### src/rtl/mx_params.svh
`ifndef MX_PARAMS_SVH
`define MX_PARAMS_SVH

// elements that share one exponent.
`define MX_BLOCK_SIZE 32

// FP16 layout is sign, exponent field, mantissa field.
`define MX_EXP_W 5
`define MX_MANT_W 10
`define MX_ELEM_W 16

`define MX_FP16_BIAS 15

// every element is moved this far left before the exponent difference is applied.
`define MX_SCALE_SHIFT 4

`endif
### src/rtl/mx_pkg.sv
package mx_pkg;

`include "mx_params.svh"

	typedef struct packed {
		logic                  sign;
		logic [`MX_EXP_W-1:0]  exp;
		logic [`MX_MANT_W-1:0] mant;
	} fp16_t;

	typedef logic signed [`MX_ELEM_W-1:0] mx_elem_t;

	typedef logic [`MX_EXP_W-1:0] exp_field_t;

	// unbiased, so one bit wider than the field to hold -15 to +16.
	typedef logic signed [`MX_EXP_W:0] shared_exp_t;

	typedef logic bank_t;

	typedef logic [$clog2(`MX_BLOCK_SIZE)-1:0] elem_idx_t;

endpackage

### src/rtl/mx_buf_if.sv
`timescale 1ns/1ps

interface mx_buf_if;
	import mx_pkg::*;

	logic      wr_en;
	bank_t     wr_bank;
	elem_idx_t wr_idx;
	fp16_t     wr_data;

	bank_t     rd_bank;
	elem_idx_t rd_idx;
	fp16_t     rd_data;

	modport writer (output wr_en, output wr_bank, output wr_idx, output wr_data);

	modport reader (output rd_bank, output rd_idx, input rd_data);

	modport buffer (
		input  wr_en,
		input  wr_bank,
		input  wr_idx,
		input  wr_data,
		input  rd_bank,
		input  rd_idx,
		output rd_data
	);

endinterface

### src/rtl/fp16_to_mxint.sv
`timescale 1ns/1ps

`include "mx_params.svh"

module fp16_to_mxint (
	input  logic                        CLK,
	input  logic                        RSTN,
	input  logic                        in_valid,
	output logic                        in_ready,
	input  logic [`MX_ELEM_W-1:0]       in_data,
	output logic                        out_valid,
	input  logic                        out_ready,
	output logic signed [`MX_ELEM_W-1:0] out_data,
	output logic signed [`MX_EXP_W:0]   out_shared_exp,
	output logic                        out_last
);
	import mx_pkg::*;

	logic       blk_valid;
	logic       blk_ready;
	bank_t      blk_bank;
	exp_field_t blk_exp;
	logic       bank_free;
	bank_t      bank_free_id;

	mx_buf_if u_buf_if ();

	block_collector u_collector (
		.CLK          (CLK),
		.RSTN         (RSTN),
		.in_valid     (in_valid),
		.in_ready     (in_ready),
		.in_data      (in_data),
		.buf_if       (u_buf_if.writer),
		.blk_valid    (blk_valid),
		.blk_ready    (blk_ready),
		.blk_bank     (blk_bank),
		.blk_exp      (blk_exp),
		.bank_free    (bank_free),
		.bank_free_id (bank_free_id)
	);

	block_buffer u_buffer (
		.CLK    (CLK),
		.buf_if (u_buf_if.buffer)
	);

	element_quantizer u_quantizer (
		.CLK            (CLK),
		.RSTN           (RSTN),
		.buf_if         (u_buf_if.reader),
		.blk_valid      (blk_valid),
		.blk_ready      (blk_ready),
		.blk_bank       (blk_bank),
		.blk_exp        (blk_exp),
		.bank_free      (bank_free),
		.bank_free_id   (bank_free_id),
		.out_valid      (out_valid),
		.out_ready      (out_ready),
		.out_data       (out_data),
		.out_shared_exp (out_shared_exp),
		.out_last       (out_last)
	);

endmodule

### src/rtl/element_quantizer.sv
`timescale 1ns/1ps

`include "mx_params.svh"

module element_quantizer (
	input  logic                CLK,
	input  logic                RSTN,
	mx_buf_if.reader            buf_if,
	input  logic                blk_valid,
	output logic                blk_ready,
	input  mx_pkg::bank_t       blk_bank,
	input  mx_pkg::exp_field_t  blk_exp,
	output logic                bank_free,
	output mx_pkg::bank_t       bank_free_id,
	output logic                out_valid,
	input  logic                out_ready,
	output mx_pkg::mx_elem_t    out_data,
	output mx_pkg::shared_exp_t out_shared_exp,
	output logic                out_last
);
	import mx_pkg::*;

	localparam elem_idx_t LAST_IDX = elem_idx_t'(`MX_BLOCK_SIZE - 1);

	logic       active;
	logic       issuing;
	bank_t      cur_bank;
	exp_field_t cur_exp;
	elem_idx_t  ptr;
	logic       s1_valid;
	logic       s1_last;
	logic       advance;
	logic       issue;

	// aligns one element to the shared exponent and treats exponent field 31 like any other.
	function automatic mx_elem_t align_elem(input fp16_t v, input exp_field_t shared);
		logic [`MX_MANT_W:0]        sig;
		mx_elem_t                   val;
		logic signed [`MX_EXP_W+1:0] sh;
		sig = {v.exp != '0, v.mant};
		val = mx_elem_t'(sig);
		if (v.sign) begin
			val = -val;
		end
		sh = $signed({2'b00, v.exp}) - $signed({2'b00, shared}) + `MX_SCALE_SHIFT;
		if (sh >= 0) begin
			return val <<< sh;
		end
		return val >>> (-sh);
	endfunction

	assign advance = !out_valid || out_ready;
	assign issue = issuing && advance;
	assign blk_ready = !active;
	assign bank_free = out_valid && out_ready && out_last;
	assign bank_free_id = cur_bank;

	// on a stall the previous address is presented again so rd_data holds.
	assign buf_if.rd_bank = cur_bank;
	assign buf_if.rd_idx = advance ? ptr : ptr - 1'b1;

	always_ff @(posedge CLK or negedge RSTN) begin
		if (!RSTN) begin
			active <= 1'b0;
			issuing <= 1'b0;
			cur_bank <= 1'b0;
			ptr <= '0;
			s1_valid <= 1'b0;
			s1_last <= 1'b0;
			out_valid <= 1'b0;
			out_last <= 1'b0;
		end else begin
			if (blk_valid && blk_ready) begin
				active <= 1'b1;
				issuing <= 1'b1;
				cur_bank <= blk_bank;
				ptr <= '0;
			end else begin
				if (issue) begin
					ptr <= ptr + 1'b1;
					if (ptr == LAST_IDX) begin
						issuing <= 1'b0;
					end
				end
				if (bank_free) begin
					active <= 1'b0;
				end
			end
			if (advance) begin
				s1_valid <= issue;
				s1_last <= issue && (ptr == LAST_IDX);
				out_valid <= s1_valid;
				out_last <= s1_valid && s1_last;
			end
		end
	end

	always_ff @(posedge CLK) begin
		if (blk_valid && blk_ready) begin
			cur_exp <= blk_exp;
		end
		if (advance && s1_valid) begin
			out_data <= align_elem(buf_if.rd_data, cur_exp);
			out_shared_exp <= shared_exp_t'($signed({1'b0, cur_exp}) - `MX_FP16_BIAS);
		end
	end

endmodule

### src/rtl/block_buffer.sv
`timescale 1ns/1ps

`include "mx_params.svh"

module block_buffer (
	input  logic      CLK,
	mx_buf_if.buffer  buf_if
);
	import mx_pkg::*;

	localparam int NUM_BANKS = 2;

	// the writer and the reader always work on different banks.
	fp16_t mem [NUM_BANKS][`MX_BLOCK_SIZE];

	always_ff @(posedge CLK) begin
		if (buf_if.wr_en) begin
			mem[buf_if.wr_bank][buf_if.wr_idx] <= buf_if.wr_data;
		end
	end

	// the read is registered, so data follows the address by one cycle.
	always_ff @(posedge CLK) begin
		buf_if.rd_data <= mem[buf_if.rd_bank][buf_if.rd_idx];
	end

endmodule

### src/rtl/block_collector.sv
`timescale 1ns/1ps

`include "mx_params.svh"

module block_collector (
	input  logic               CLK,
	input  logic               RSTN,
	input  logic               in_valid,
	output logic               in_ready,
	input  mx_pkg::fp16_t      in_data,
	mx_buf_if.writer           buf_if,
	output logic               blk_valid,
	input  logic               blk_ready,
	output mx_pkg::bank_t      blk_bank,
	output mx_pkg::exp_field_t blk_exp,
	input  logic               bank_free,
	input  mx_pkg::bank_t      bank_free_id
);
	import mx_pkg::*;

	localparam elem_idx_t LAST_IDX = elem_idx_t'(`MX_BLOCK_SIZE - 1);

	elem_idx_t  elem_idx;
	bank_t      cur_bank;
	logic [1:0] busy;
	exp_field_t exp_max;
	exp_field_t exp_max_nxt;
	logic       accept;
	logic       blk_done;

	// banks are freed in the order they were posted, so the bank being filled
	// can only be busy when the other one is busy too.
	assign in_ready = !busy[cur_bank];
	assign accept = in_valid && in_ready;
	assign blk_done = accept && (elem_idx == LAST_IDX);

	assign buf_if.wr_en = accept;
	assign buf_if.wr_bank = cur_bank;
	assign buf_if.wr_idx = elem_idx;
	assign buf_if.wr_data = in_data;

	// the first element of a block restarts the running maximum.
	always_comb begin
		exp_max_nxt = in_data.exp;
		if (elem_idx != '0 && exp_max > in_data.exp) begin
			exp_max_nxt = exp_max;
		end
	end

	always_ff @(posedge CLK or negedge RSTN) begin
		if (!RSTN) begin
			elem_idx <= '0;
			cur_bank <= 1'b0;
			busy <= 2'b00;
			blk_valid <= 1'b0;
		end else begin
			if (accept) begin
				elem_idx <= elem_idx + 1'b1;
			end
			if (bank_free) begin
				busy[bank_free_id] <= 1'b0;
			end
			if (blk_done) begin
				busy[cur_bank] <= 1'b1;
				cur_bank <= !cur_bank;
			end
			// only one descriptor can be pending because the quantizer goes idle
			// before the other bank can fill up again.
			if (blk_done) begin
				blk_valid <= 1'b1;
			end else if (blk_ready) begin
				blk_valid <= 1'b0;
			end
		end
	end

	always_ff @(posedge CLK) begin
		if (accept) begin
			exp_max <= exp_max_nxt;
		end
		if (blk_done) begin
			blk_bank <= cur_bank;
			blk_exp <= exp_max_nxt;
		end
	end

endmodule

### config.mk
export PLATFORM = sky130hd
export DESIGN_NAME = fp16_to_mxint
export DESIGN_NICKNAME = d
export VERILOG_FILES = /design/src/rtl/mx_pkg.sv /design/src/rtl/mx_buf_if.sv /design/src/rtl/fp16_to_mxint.sv /design/src/rtl/element_quantizer.sv /design/src/rtl/block_buffer.sv /design/src/rtl/block_collector.sv
export VERILOG_INCLUDE_DIRS = /design/src /design/src/rtl
export SDC_FILE = /design/constraint.sdc
export NUM_CORES = 1
export LEC_CHECK = 0
export BUFFER_PORTS_ARGS = -buffer_cell sky130_fd_sc_hd__buf_2
export CAP_MARGIN = 0
export CORE_ASPECT_RATIO = 0.5
export CORE_MARGIN = 5
export CORE_UTILIZATION = 35
export DETAILED_ROUTE_END_ITERATION = 6
export MAX_ROUTING_LAYER = met4
export PLACE_DENSITY = 0.51
export SKIP_CTS_REPAIR_TIMING = 1
export SLEW_MARGIN = 25
export SYNTH_ARGS = -nofsm -noshare
export SYNTH_HDL_FRONTEND = slang
export SYNTH_SLANG_ARGS = --single-unit
### constraint.sdc
create_clock -name CLK -period 10 [get_ports CLK]
set_input_delay 1.5 -clock CLK [delete_from_list [all_inputs] [get_ports CLK]]
set_output_delay 1.5 -clock CLK [all_outputs]
set_load 0.01 [all_outputs]
# ---- After elaboration in Yosys (flattened, before gate mapping)
# Memories as Yosys holds them, arrays and structs flattened.
# Index checks and enable logic that the tools add are counted.
dict set report totals {
  regBits 75
  ramBits 1024
  inputBits 20
  output_inout_bits 25
  wordCells 105
  mem_count 1
}
dict set report op_classes {
  n_addsub 8
  magnitude_cmp 9
  n_eq_ne 3
  shift 2
  n_mux 32
  bitwise 5
  reduce_logical 24
}
# memory depth word_bits rd rd_clocked_by_memory_dff wr line
set memory_table {}
lappend memory_table {u_buffer.mem 2 512 1 0 1 block_buffer.sv:14} ;# fp16_t mem [NUM_BANKS][`MX_BLOCK_SIZE];
# cell count
set ops {}
lappend ops {{512-bit two-way mux} 1}
lappend ops {{16-bit two-way mux} 7}
lappend ops {{16-bit binary-select mux with 5-bit select} 1}
lappend ops {{16-bit demux with 5-bit select} 1}
lappend ops {{5-bit two-way mux} 4}
lappend ops {{11-bit negation with 16-bit output} 1}
lappend ops {{16-bit by 7-bit <<< shifter with 16-bit output} 1}
lappend ops {{16-bit by 7-bit >>> shifter with 16-bit output} 1}
lappend ops {{1-bit two-way mux} 14}
lappend ops {{1-bit logical AND} 13}
lappend ops {{6-bit >= comparator (second input constant)} 2}
lappend ops {{5-bit NOT with 6-bit output} 2}
lappend ops {{5-bit by 1-bit adder with 5-bit output (second input constant)} 2}
lappend ops {{5-bit equality test (second input constant)} 2}
lappend ops {{5-bit nonzero test} 2}
lappend ops {{6-bit by 4-bit adder with 7-bit output (second input constant)} 1}
lappend ops {{7-bit by 1-bit >= comparator with 1-bit output (second input constant)} 1}
lappend ops {{7-bit negation} 1}
lappend ops {{6-bit by 1-bit less-than comparator with 1-bit output (second input constant)} 1}
lappend ops {{2-bit nonzero test} 3}
lappend ops {{5-bit by 4-bit subtractor with 6-bit output (second input constant)} 1}
lappend ops {{5-bit by 5-bit subtractor with 6-bit output} 1}
lappend ops {{5-bit greater-than comparator} 1}
lappend ops {{5-bit by 1-bit subtractor with 5-bit output (second input constant)} 1}
lappend ops {{other kinds (11)} 18}

# ---- Longest topological paths before layout
# Gate-level depths: netlist (run 1).
dict set report logic_depth {
  depth_word 9
  mapped_depth 20
  mapped_depth_nobuf 16
}

# ---- By module
# From an unflattened synthesis (run 1), not the netlist that was laid out.
dict set report unflattened {
  cells_unflattened 2388
  hier_area_um2 44730.4
}
# mod instances cells_each area_each_um2 seq_area_each_um2
set by_module_without_submodules {}
lappend by_module_without_submodules {block_buffer 1 1828 39723.1 31069.8}
lappend by_module_without_submodules {element_quantizer 1 471 3917.5 1111.1}
lappend by_module_without_submodules {block_collector 1 89 1089.8 555.5}

# ---- Worst setup path before layout (run 1)
# OpenSTA, ideal clock, no wires.
dict set report synth_path {
  path_type {register to register}
  from {register u_quantizer.cur_exp[0]}
  to {register u_quantizer.out_data[4] (data pin)}
  setup_ns 0.261
  arrival_ns 4.155
  required_ns 9.739
  slack_ns 5.585
  path_stages_with_launch 20
  n_path_buf 4
  synth_period_minus_slack_ns 4.415
  cell_sequence {edfxtp_1 -> ha_1 -> inv_1 -> fa_1 -> xnor2_1 -> inv_2 -> clkbuf_1 -> clkbuf_1 -> ha_1 -> o21ai_0 -> o21ai_0 -> o41a_1 -> clkbuf_1 -> a21oi_1 -> and3_1 -> clkbuf_1 -> o21ai_2 -> mux2i_2 -> o221ai_1 -> a221o_1}
}
dict set report synth_between {
  elab_chain_cells 6
  elab_cells_between_ends 10
  cone_classes {add/sub (3); order compare (1); shift (2); mux (4)}
}
# element line
set synth_lines {}
lappend synth_lines {{start, declared} element_quantizer.sv:28} ;# exp_field_t cur_exp;
lappend synth_lines {{start signal, assigned} element_quantizer.sv:100} ;# cur_exp <= blk_exp;
lappend synth_lines {{5-bit by 5-bit subtractor with 6-bit output *} element_quantizer.sv:45} ;# sh = $signed({2'b00, v.exp}) - $signed({2'b00, shared}) + `MX_SCALE_SHIFT;
lappend synth_lines {{6-bit by 4-bit adder with 7-bit output (no source line) *} --}
lappend synth_lines {{branches (longest 3 deep; another with 7-bit negation)} --}
lappend synth_lines {{16-bit two-way mux *} element_quantizer.sv:49} ;# return val >>> (-sh);
lappend synth_lines {{end signal, assigned} element_quantizer.sv:103} ;# out_data <= align_elem(buf_if.rd_data, cur_exp);
lappend synth_lines {{end, declared} element_quantizer.sv:17} ;# output mx_pkg::mx_elem_t out_data,
# Mark *: on every way between the ends. The select of a mux whose other input is x is not followed.
# A chain may end at the register's enable or synchronous reset.

# ---- Final worst setup path (run 1)
dict set report layout_path {
  from {register, netlist name u_buffer.buf_if.rd_data[10]}
  to {register u_quantizer.out_data[4] (data pin)}
}
dict set report layout_between {
  elab_chain_cells 7
  elab_cells_between_ends 14
  cone_classes {add/sub (4); order compare (1); shift (2); mux (6); reduce/logical (1)}
}
# element line
set layout_lines {}
lappend layout_lines {{branches (longest 6 deep; another with 6-bit by 4-bit adder with 7-bit output)} --}
lappend layout_lines {{16-bit two-way mux *} element_quantizer.sv:49}
# Marked as above.

==> out/metrics.cfg, run 1 <==
[clock_network]
h-tree-depth=3
path_clk_slew_ns=0.06
cts-root-buf=clkbuf_16
cts_made_buffers=106
clk_path_buf_depth=3
clock-sinks=1099
cts_tree=built
clock_latency_ns=0.71

[detailed_routing]
ant_nets=0
first_iter_violations=2114
wl_per_cell_um=27.8
viasPerCell=5.39
vias=22700
drtPass1Iterations=5
wl_mm=117
drc=0

[die]
rows=92
fp.dieH_um=262
die-area_um2=135000
start_util=0.353
io_pins=45
die_x_um=514
core_um2=126000

[synth]
syn_inst=2312
yosysMostFrequentCell=edfxtp_1
synth_largest_area_cell=edfxtp_1
yosysTopAreaCellShare=0.716
synth_area_leaders=edfxtp_1 72%, mux4_2 14%, mux2i_1 1.8%, a211oi_1 1.2%, dfrtp_1 1.2%
syn_area_per_cell_um2=19.3
synth_seq_cells=1099
seq_area_frac_synth=0.735
synth-main-ff-cell=edfxtp_1
yosysWarnings=0
syn-num-nets=2356
synth_edf_count=1062
synth_top_cells_by_count=1062 x edfxtp_1, 273 x mux4_2, 116 x nor2_1
ys_types=65
async_reset_ff_frac=0.0191
synth_area_um2=44500

[timing]
fin_crit_ns=5.16
slew_violations=0
setup-violations-final=0
timing.final.crit_share=0.516
fin_skew_ns=0.0365
relSlewSlack=0.279
tightest_slew_ns=1.08
rsz0062_at_grt=no
finalSetupTns_ns=0
hold_viol_final=0
max_freq_mhz=194

[power_and_ir_drop]
power.share.sequential=0.349
peakVddDrop_uv=328
p_comb_frac=0.395
p_total_mw=16.2
leakage_nw=16.4
cell_internal_pwr_mw=10.2
swShare=0.370
p_sw_mw=5.97
p_per_area_nw_per_um2=317
clkPwrFrac=0.256

[setup_path]
worstPathArrival_ns=5.59
criticalPathCategory=reg2reg
rrSetupSlack_ns=4.84
worst-path-max-fanout=25
critPathCaptureType=flip-flop
required_ns=10.44
critPathLaunchType=flip-flop
worstRegToRegCells=15

[grt]
antenna_found_initial=5
grt_use_total=0.176
grt_max_degree=129
grt_first_pass_wirelength_mm=168
first_global_vias=22400
overflow=0

[outcome]
status=finished clean

[layout]
utilization=0.404
fillers=11300
area_growth_pct=14.4
nNetsFinal=2468
drive_above_1_share=0.245

[placed_design]
hpwlAfterDp_mm=68.3
gp_congestion=0.862
io_buffers=44

[flow_run]
maxCapViolations=0

[worst_hold_path]
hold_path_depth=0
min_path_type=reg2reg

-- flip-flops by register name, indices dropped and copies added, names as in the netlist, 2 cells and up --
signal,cells
u_quantizer.cur_exp,5
u_collector.buf_if.wr_idx,5
u_collector.blk_exp,5
u_buffer.buf_if.rd_data,16
u_buffer.mem,1024
u_quantizer.out_data,16
u_quantizer.ptr,5
u_collector.exp_max,5
u_quantizer.out_shared_exp,6
u_collector.busy,2
-- power by group through the flow --
| stage | registers (mW) | logic [mW] | clock network [mW] |
|---|---|---|---|
| after detailed placement | 5.74 | 6.38 | 0 |
| after global placement | 5.74 | 6.39 | 0 |
| after floorplan | 5.59 | 4.17 | 0 |
| after CTS | 5.65 | 6.40 | 4.22 |
| after global routing | 5.67 | 6.80 | 4.42 |
| final | 5.64 | 6.37 | 4.13 |
-- kinds of logic after synthesis --
kind of cell             share of synthesized area
flip-flops                                   0.735
adder cells (fa/ha/maj)                    0.00691
XOR/XNOR                                   0.00688
AO/OA/AOI/OAI                               0.0425
multiplexers                                 0.158
buffers and inverters                       0.0135
AND/OR/NAND/NOR                             0.0369
-- critical path, cell delays in order (launching register included) --
cell and delay (ns):
dfxtp_1 0.38, inv_1 0.12, ha_1 0.17, inv_1 0.06
fa_1 0.42, xnor2_1 0.71, inv_2 0.37, ha_1 0.35
o21a_1 0.13, o41a_1 0.47, xnor2_1 0.37, a211oi_4 0.10
o21ai_2 0.26, mux2i_2 0.40, o221ai_1 0.18, a221o_1 0.36
-- routing by layer --
layer,share of wire,up-vias,global-route usage
met5,0,-,-
met4,0.015,0,0.0339
met3,0.049,124,0.0255
met2,0.45,655,0.257
met1,0.48,12200,0.266
li1,-,9701,-
-- final timing paths --
kind                                                     start                                    to
min reg2reg                   u_collector.blk_exp[4]$_DFFE_PP_      u_quantizer.cur_exp[4]$_DFFE_PP_
max in group asynchronous                                 RSTN  u_quantizer.bank_free_id$_DFFE_PN0P_
min                           u_collector.blk_exp[4]$_DFFE_PP_      u_quantizer.cur_exp[4]$_DFFE_PP_
max                        u_buffer.buf_if.rd_data[10]$_DFF_P_     u_quantizer.out_data[4]$_DFFE_PP_
max reg2reg                u_buffer.buf_if.rd_data[10]$_DFF_P_     u_quantizer.out_data[4]$_DFFE_PP_
min in group asynchronous                                 RSTN        u_quantizer.ptr[0]$_DFFE_PN0P_
-- through the flow --
stage | instances | setup slack (ns) | cell area [um2] | hold slack [ns]
2_1_floorplan | 2312 | 5.58 | 44500 | 0.400
3_3_place_gp | 4006 | 4.41 | 47200 | 0.403
3_5_place_dp | 4007 | 4.66 | 47300 | 0.407
4_1_cts | 4206 | 4.84 | 50900 | 0.416
5_1_grt | 4208 | 4.45 | 50900 | 0.421
6_report | 4210 | 4.84 | 50900 | 0.418
-- cells in the final DEF (no fill, tap or decap), types with 23 or more instances in the layout --
cell and instances:
ha_1 23, clkbuf_16 111, nand3_1 27, clkbuf_1 29
mux4_2 273, nand2_1 76, nor2b_1 70, o21ai_0 33
mux2i_1 81, buf_4 85, buf_2 44, a21oi_1 92
edfxtp_1 1062, inv_1 25, a211oi_1 70, nor2_1 94
-- cell type report --
cell class / instances / area, um2 / share of cell area
flip-flops and latches: 1099 / 32700 / 0.643
multi-input cells: 1055 / 11400 / 0.224
clock buffers: 150 / 3020 / 0.0594
well taps: 1692 / 2120 / 0.0416
repair buffers: 136 / 988 / 0.0194
clock inverters: 49 / 572 / 0.0112
inverters: 26 / 97.6 / 0.00192
diodes: 3 / 7.51 / 0.000147
Power figures use the tool's default switching activity.
==> run 2, diff against run 1 <==
==> constraint.sdc (replaced) <==
create_clock -name CLK -period 4.9 [get_ports CLK]
set_input_delay 0.735 -clock CLK [delete_from_list [all_inputs] [get_ports CLK]]
set_output_delay 0.735 -clock CLK [all_outputs]
set_load 0.01 [all_outputs]
==> run 2 against run 1 <==
Net effect: sequential power up 100%; wire length down 1.1%; utilization up 0.063 points; largest cell class unchanged; critical path type unchanged; hold slack worse by 0.40 ns; via count down 0.78%; largest power group unchanged; fmax up 22%.
==> out/metrics.cfg, run 2 (synthesized netlist as in run 1, its figures left out) <==
[outcome]
status=finished clean

[die]
fp.dieH_um=262  ; unchanged
rows=92  ; unchanged
die_x_um=514  ; unchanged
io_pins=45  ; unchanged
core_um2=126000  ; unchanged
die-area_um2=135000  ; unchanged
start_util=0.353  ; unchanged

[grt]
grt_use_met1=0.256  ; -0.0103
first_global_vias=22300  ; -0.49%
antenna_found_initial=3  ; -2
overflow=0  ; unchanged
grt-busiest-layer=met1
grt_use_total=0.174  ; -0.00251
grt_use_met3=0.0378  ; +0.0123
grt_max_degree=75  ; -42%
gr-usage-met2=0.246  ; -0.0108
grt_first_pass_wirelength_mm=165  ; -1.9%

[timing]
fin_crit_ns=4.23  ; -0.926 ns
tightest_slew_ns=0.951  ; -0.132 ns
finalSetupTns_ns=0  ; unchanged
hold_viol_final=0  ; unchanged
fin_skew_ns=0.0291  ; -0.00741 ns
max_freq_mhz=236  ; +22%
slew_violations=0  ; unchanged
timing.final.crit_share=0.864  ; +0.348
rsz0062_at_grt=no
relSlewSlack=0.363  ; +0.0848
fin_ws_ns=0.668  ; -4.17 ns
setup-violations-final=0  ; unchanged

[detailed_routing]
drtPass1Iterations=5  ; unchanged
viasPerCell=5.32  ; -1.3%
first_iter_violations=2112  ; -0.095%
vias=22500  ; -0.78%
ant_nets=0  ; unchanged
drc=0  ; unchanged
wl_mm=116  ; -1.1%
wl_per_cell_um=27.3  ; -1.7%

[setup_path]
required_ns=5.34  ; -5.10 ns
worst-path-max-fanout=6  ; -76%
rrSetupSlack_ns=0.67  ; -4.17 ns
criticalPathCategory=reg2reg
timing.rr.start=u_quantizer.cur_exp[1]$_DFFE_PP_
startpoint=u_quantizer.cur_exp[1]$_DFFE_PP_
critPathCaptureType=flip-flop
worstPathArrival_ns=4.67  ; -0.92 ns
critPathLaunchType=flip-flop

[clock_network]
cts-root-buf=clkbuf_16
cts_tree=built
clock_latency_ns=0.71  ; about the same
clock-sinks=1099  ; unchanged
clk_path_buf_depth=3  ; unchanged
path_clk_slew_ns=0.07  ; about the same
h-tree-depth=3  ; unchanged
cts_made_buffers=104  ; -1.9%

[layout]
area_growth_pct=14.6
layout.cells.most_common=edfxtp_1
nNetsFinal=2502  ; +1.4%
n_antenna_cell=0  ; -3
most-common-layout-cells=1062 x edfxtp_1, 273 x mux4_2, 114 x buf_4
drive_above_1_share=0.253  ; +0.00723
fin_area_um2=51000  ; +0.16%
largest_reg_flops=1024  ; unchanged
stdcell_count=4234  ; +0.57%
fillers=11300  ; +0.13%
regMostFlops=u_buffer.mem
reg_top3=u_buffer.mem (1024), u_buffer.buf_if.rd_data (16), u_quantizer.out_data (16)

[placed_design]
gp_congestion=0.864  ; +0.14%
io_buffers=44  ; unchanged
pre_cts_slack_ns=0.677  ; -3.98 ns
post_dp_cell_area_um2=47600  ; +0.71%
hpwlAfterDp_mm=69.4  ; +1.5%
dpl.cell_count=4044  ; +0.92%

[flow_run]
maxCapViolations=0  ; unchanged

[power_and_ir_drop]
p_per_area_nw_per_um2=643  ; +100%
p_total_mw=32.8  ; +100%
peakVddDrop_uv=432  ; +32%
leakage_nw=16.5  ; +0.68%

[worst_hold_path]
min_path_type=in2async

[run 2: critical path, stage by stage (launching register included)]
cell and delay, ns:
edfxtp_1 0.41, inv_1 0.11, ha_1 0.23, nor2b_1 0.14, o21a_1 0.17, nor3_1 0.28, nor2_1 0.13, ha_1 0.24
xor2_1 0.16, xnor2_1 0.46, a21oi_1 0.17, and3_1 0.30, o21ai_2 0.25, mux2i_2 0.40, o221ai_1 0.18, a221o_1 0.36
[run 2: power by group]
| group | internal, mW | switching [mW] |
|---|---|---|
| sequential | 11.0 | 0.457 |
| combinational | 5.19 | 8.07 |
| clock | 4.56 | 3.52 |
| total | 20.7 | 12.0 |
[run 2: metrics by stage]
stage	hold WS (ns)	utilization
after floorplan	0.400	-
after global placement	0.455	0.378
after detailed placement	0.460	0.378
after CTS	-0.0426	0.404
after global routing	0.00246	0.404
final	0.0134	0.404
[run 2: final cells by class]
cell class              instances  area [um2]  share of cell area
multi-input cells            1055       11300               0.222
inverters                      26        97.6             0.00191
well taps                    1692        2120              0.0415
repair buffers                172        1360              0.0266
clock inverters                57         552              0.0108
clock buffers                 133        2830              0.0555
flip-flops and latches       1099       32700               0.642
[run 2: routing by layer]
metal	part of all wire	vias to the layer above
met5	0	-
met4	0.024	0
met3	0.064	155
met2	0.44	589
met1	0.47	12000
li1	-	9770
[run 2: worst paths after layout]
kind | endpoint | depth (start not counted)
worst max-delay path | u_quantizer.out_data[4]$_DFFE_PP_ | 15
worst min-delay path | u_collector.buf_if.wr_idx[0]$_DFFE_PN0P_ | 1
worst max register to register | u_quantizer.out_data[4]$_DFFE_PP_ | 15
worst min register to register | u_collector.blk_valid$_DFFE_PN0P_ | 2
max in group asynchronous | u_quantizer.bank_free_id$_DFFE_PN0P_ | 1
min in group CLK | u_buffer.mem[1][229]$_DFFE_PP_ | 1
==> run 3, diff against run 2 <==
--- a/config.mk
+++ b/config.mk
@@ -10,10 +10,10 @@
 export CAP_MARGIN = 0
 export CORE_ASPECT_RATIO = 0.5
 export CORE_MARGIN = 5
-export CORE_UTILIZATION = 35
+export CORE_UTILIZATION = 40
 export DETAILED_ROUTE_END_ITERATION = 6
 export MAX_ROUTING_LAYER = met4
-export PLACE_DENSITY = 0.51
+export PLACE_DENSITY = 0.57
 export SKIP_CTS_REPAIR_TIMING = 1
 export SLEW_MARGIN = 25
 export SYNTH_ARGS = -nofsm -noshare
==> constraint.sdc (replaced) <==
create_clock -name CLK -period 4.6 [get_ports CLK]
set_input_delay 0.69 -clock CLK [delete_from_list [all_inputs] [get_ports CLK]]
set_output_delay 0.69 -clock CLK [all_outputs]
set_load 0.01 [all_outputs]
==> run 3 against run 2 <==
Net effect: register-to-register slack lost 0.34 ns; non-clock buffer count rose by 26; critical path depth unchanged; sequential power increased by 6%; largest cell class unchanged; setup slack got worse by 0.34 ns; via count up 1.4%; largest power group unchanged; flip-flop and latch count stayed put; sequential share of layout area rose by 0.36 points; utilization is 5.6 points higher; combinational power rose by 8%; clock power rose by 1%; clock-buffer cell count shrank 6.
==> out/metrics.cfg, run 3 (synthesized netlist as in run 1, its figures left out) <==
[outcome]
status=finished clean

[grt]
grt_max_degree=66  ; -12%
grt_first_pass_wirelength_mm=162  ; -2.1%
first_global_vias=22700  ; +1.8%
grt_use_total=0.194  ; +0.0202
overflow=0  ; unchanged
antenna_found_initial=10  ; +7

[die]
die_x_um=482  ; -6.3%
core_um2=110000  ; -13%
start_util=0.404  ; +0.0508
fp.dieH_um=246  ; -6.2%
die-area_um2=119000  ; -12%
io_pins=45  ; unchanged
rows=86  ; -6.5%

[timing]
relSlewSlack=0.368  ; +0.00409
tightest_slew_ns=0.949  ; -0.00183 ns
rsz0062_at_grt=no
fin_skew_ns=0.0305  ; +0.00139 ns
finalSetupTns_ns=0  ; unchanged
fin_crit_ns=4.27  ; +0.0409 ns
max_freq_mhz=234  ; -0.96%
slew_violations=0  ; unchanged
timing.final.crit_share=0.929  ; +0.0652
setup-violations-final=0  ; unchanged
fin_ws_ns=0.327  ; -0.341 ns
hold_viol_final=0  ; unchanged

[power_and_ir_drop]
peakVddDrop_uv=432  ; -0.18%
p_per_area_nw_per_um2=684  ; +6.5%
leakage_nw=16.5  ; +0.17%

[clock_network]
path_clk_slew_ns=0.06  ; about the same
cts-root-buf=clkbuf_16
clk_path_buf_depth=3  ; unchanged
clock_latency_ns=0.69  ; -0.02 ns
cts_made_buffers=101  ; -2.9%
h-tree-depth=3  ; unchanged
cts_tree=built
clock-sinks=1099  ; unchanged

[layout]
stdcell_count=4058  ; -4.2%
fin_area_um2=50700  ; -0.55%
most-common-layout-cells=1062 x edfxtp_1, 273 x mux4_2, 138 x buf_4
regMostFlops=u_buffer.mem
layout.cells.most_common=edfxtp_1
fillers=9326  ; -17%
drive_above_1_share=0.251  ; -0.00168
nNetsFinal=2525  ; +0.92%
area_growth_pct=13.9
largest_reg_flops=1024  ; unchanged
reg_top3=u_buffer.mem (1024), u_buffer.buf_if.rd_data (16), u_quantizer.out_data (16)

[placed_design]
post_dp_cell_area_um2=47600  ; -0.17%
dpl.cell_count=3873  ; -4.2%
hpwlAfterDp_mm=68.1  ; -1.9%
io_buffers=44  ; unchanged
gp_congestion=0.904  ; +4.7%
pre_cts_slack_ns=0.362  ; -0.315 ns

[setup_path]
worst-path-max-fanout=6  ; unchanged
critPathLaunchType=flip-flop
critPathCaptureType=flip-flop
criticalPathCategory=reg2reg
worstPathArrival_ns=4.68  ; about the same
required_ns=5.01  ; -0.33 ns

[detailed_routing]
viasPerCell=5.62  ; +5.8%
wl_mm=111  ; -4.2%
drtPass1Iterations=6  ; +1
drc=0  ; unchanged
ant_nets=0  ; unchanged
first_iter_violations=2420  ; +15%
vias=22800  ; +1.4%
wl_per_cell_um=27.3  ; about the same

[worst_hold_path]
min_path_type=in2reg

[flow_run]
maxCapViolations=0  ; unchanged

run 3: power breakdown:
group	switching (mW)	internal, mW
registers	0.440	11.7
logic	8.60	5.78
clock network	3.64	4.53
run 3: worst paths after layout:
kind | depth (start not counted) | endpoint | startpoint | slack (ns)
worst max-delay path | 15 | u_quantizer.out_data[4]$_DFFE_PP_ | u_quantizer.cur_exp[1]$_DFFE_PP_ | 0.33
worst max register to register | 15 | u_quantizer.out_data[4]$_DFFE_PP_ | u_quantizer.cur_exp[1]$_DFFE_PP_ | 0.33
worst min-delay path | 1 | u_buffer.mem[1][466]$_DFFE_PP_ | in_data[2] | 0.38
max in group asynchronous | 2 | u_quantizer.bank_free_id$_DFFE_PN0P_ | RSTN | 3.62
min in group asynchronous | 2 | u_collector.blk_valid$_DFFE_PN0P_ | RSTN | 0.54
worst min register to register | 2 | u_quantizer.s1_last$_DFFE_PN0N_ | u_quantizer.s1_last$_DFFE_PN0N_ | 0.47
run 3: cell type report:
type                       instances  area [um2]  share of cell area
inverter                          26        97.6             0.00192
antenna                            3        7.51            0.000148
clock buffer                     127        2690              0.0529
clock inverter                    54         488             0.00962
tap                             1496        1870              0.0369
timing repair buffer             198        1580              0.0312
sequential                      1099       32700               0.645
multi-input combinational       1055       11300               0.222
run 3: worst max-delay path, cell delays in order (launching register included):
cell and delay, ns:
edfxtp_1 0.42, inv_1 0.12, ha_1 0.23, nor2b_1 0.14, o21a_1 0.16, nor3_1 0.28
nor2_1 0.13, ha_1 0.24, xor2_1 0.16, xnor2_1 0.47, nand2_1 0.21, a211oi_4 0.38
o21ai_2 0.15, mux2i_2 0.36, o221ai_1 0.19, a221o_1 0.37
run 3: routing by layer:
layer / share of wire / GRT usage / vias up
met1: 0.46 / 0.287 / 12100
met3: 0.071 / 0.0405 / 157
met2: 0.44 / 0.277 / 768
met4: 0.023 / 0.0459 / 0
li1: - / - / 9797
met5: 0 / - / -
run 3: stage by stage:
step / util / hold slack, ns / total power [mW]
5_1_grt: 0.460 / 0.329 / 36.4
3_5_place_dp: 0.431 / 0.457 / 26.8
4_1_cts: 0.460 / -0.0422 / 35.0
2_1_floorplan: - / 0.394 / 21.2
6_report: 0.460 / 0.376 / 34.7
3_3_place_gp: 0.431 / 0.455 / 26.7
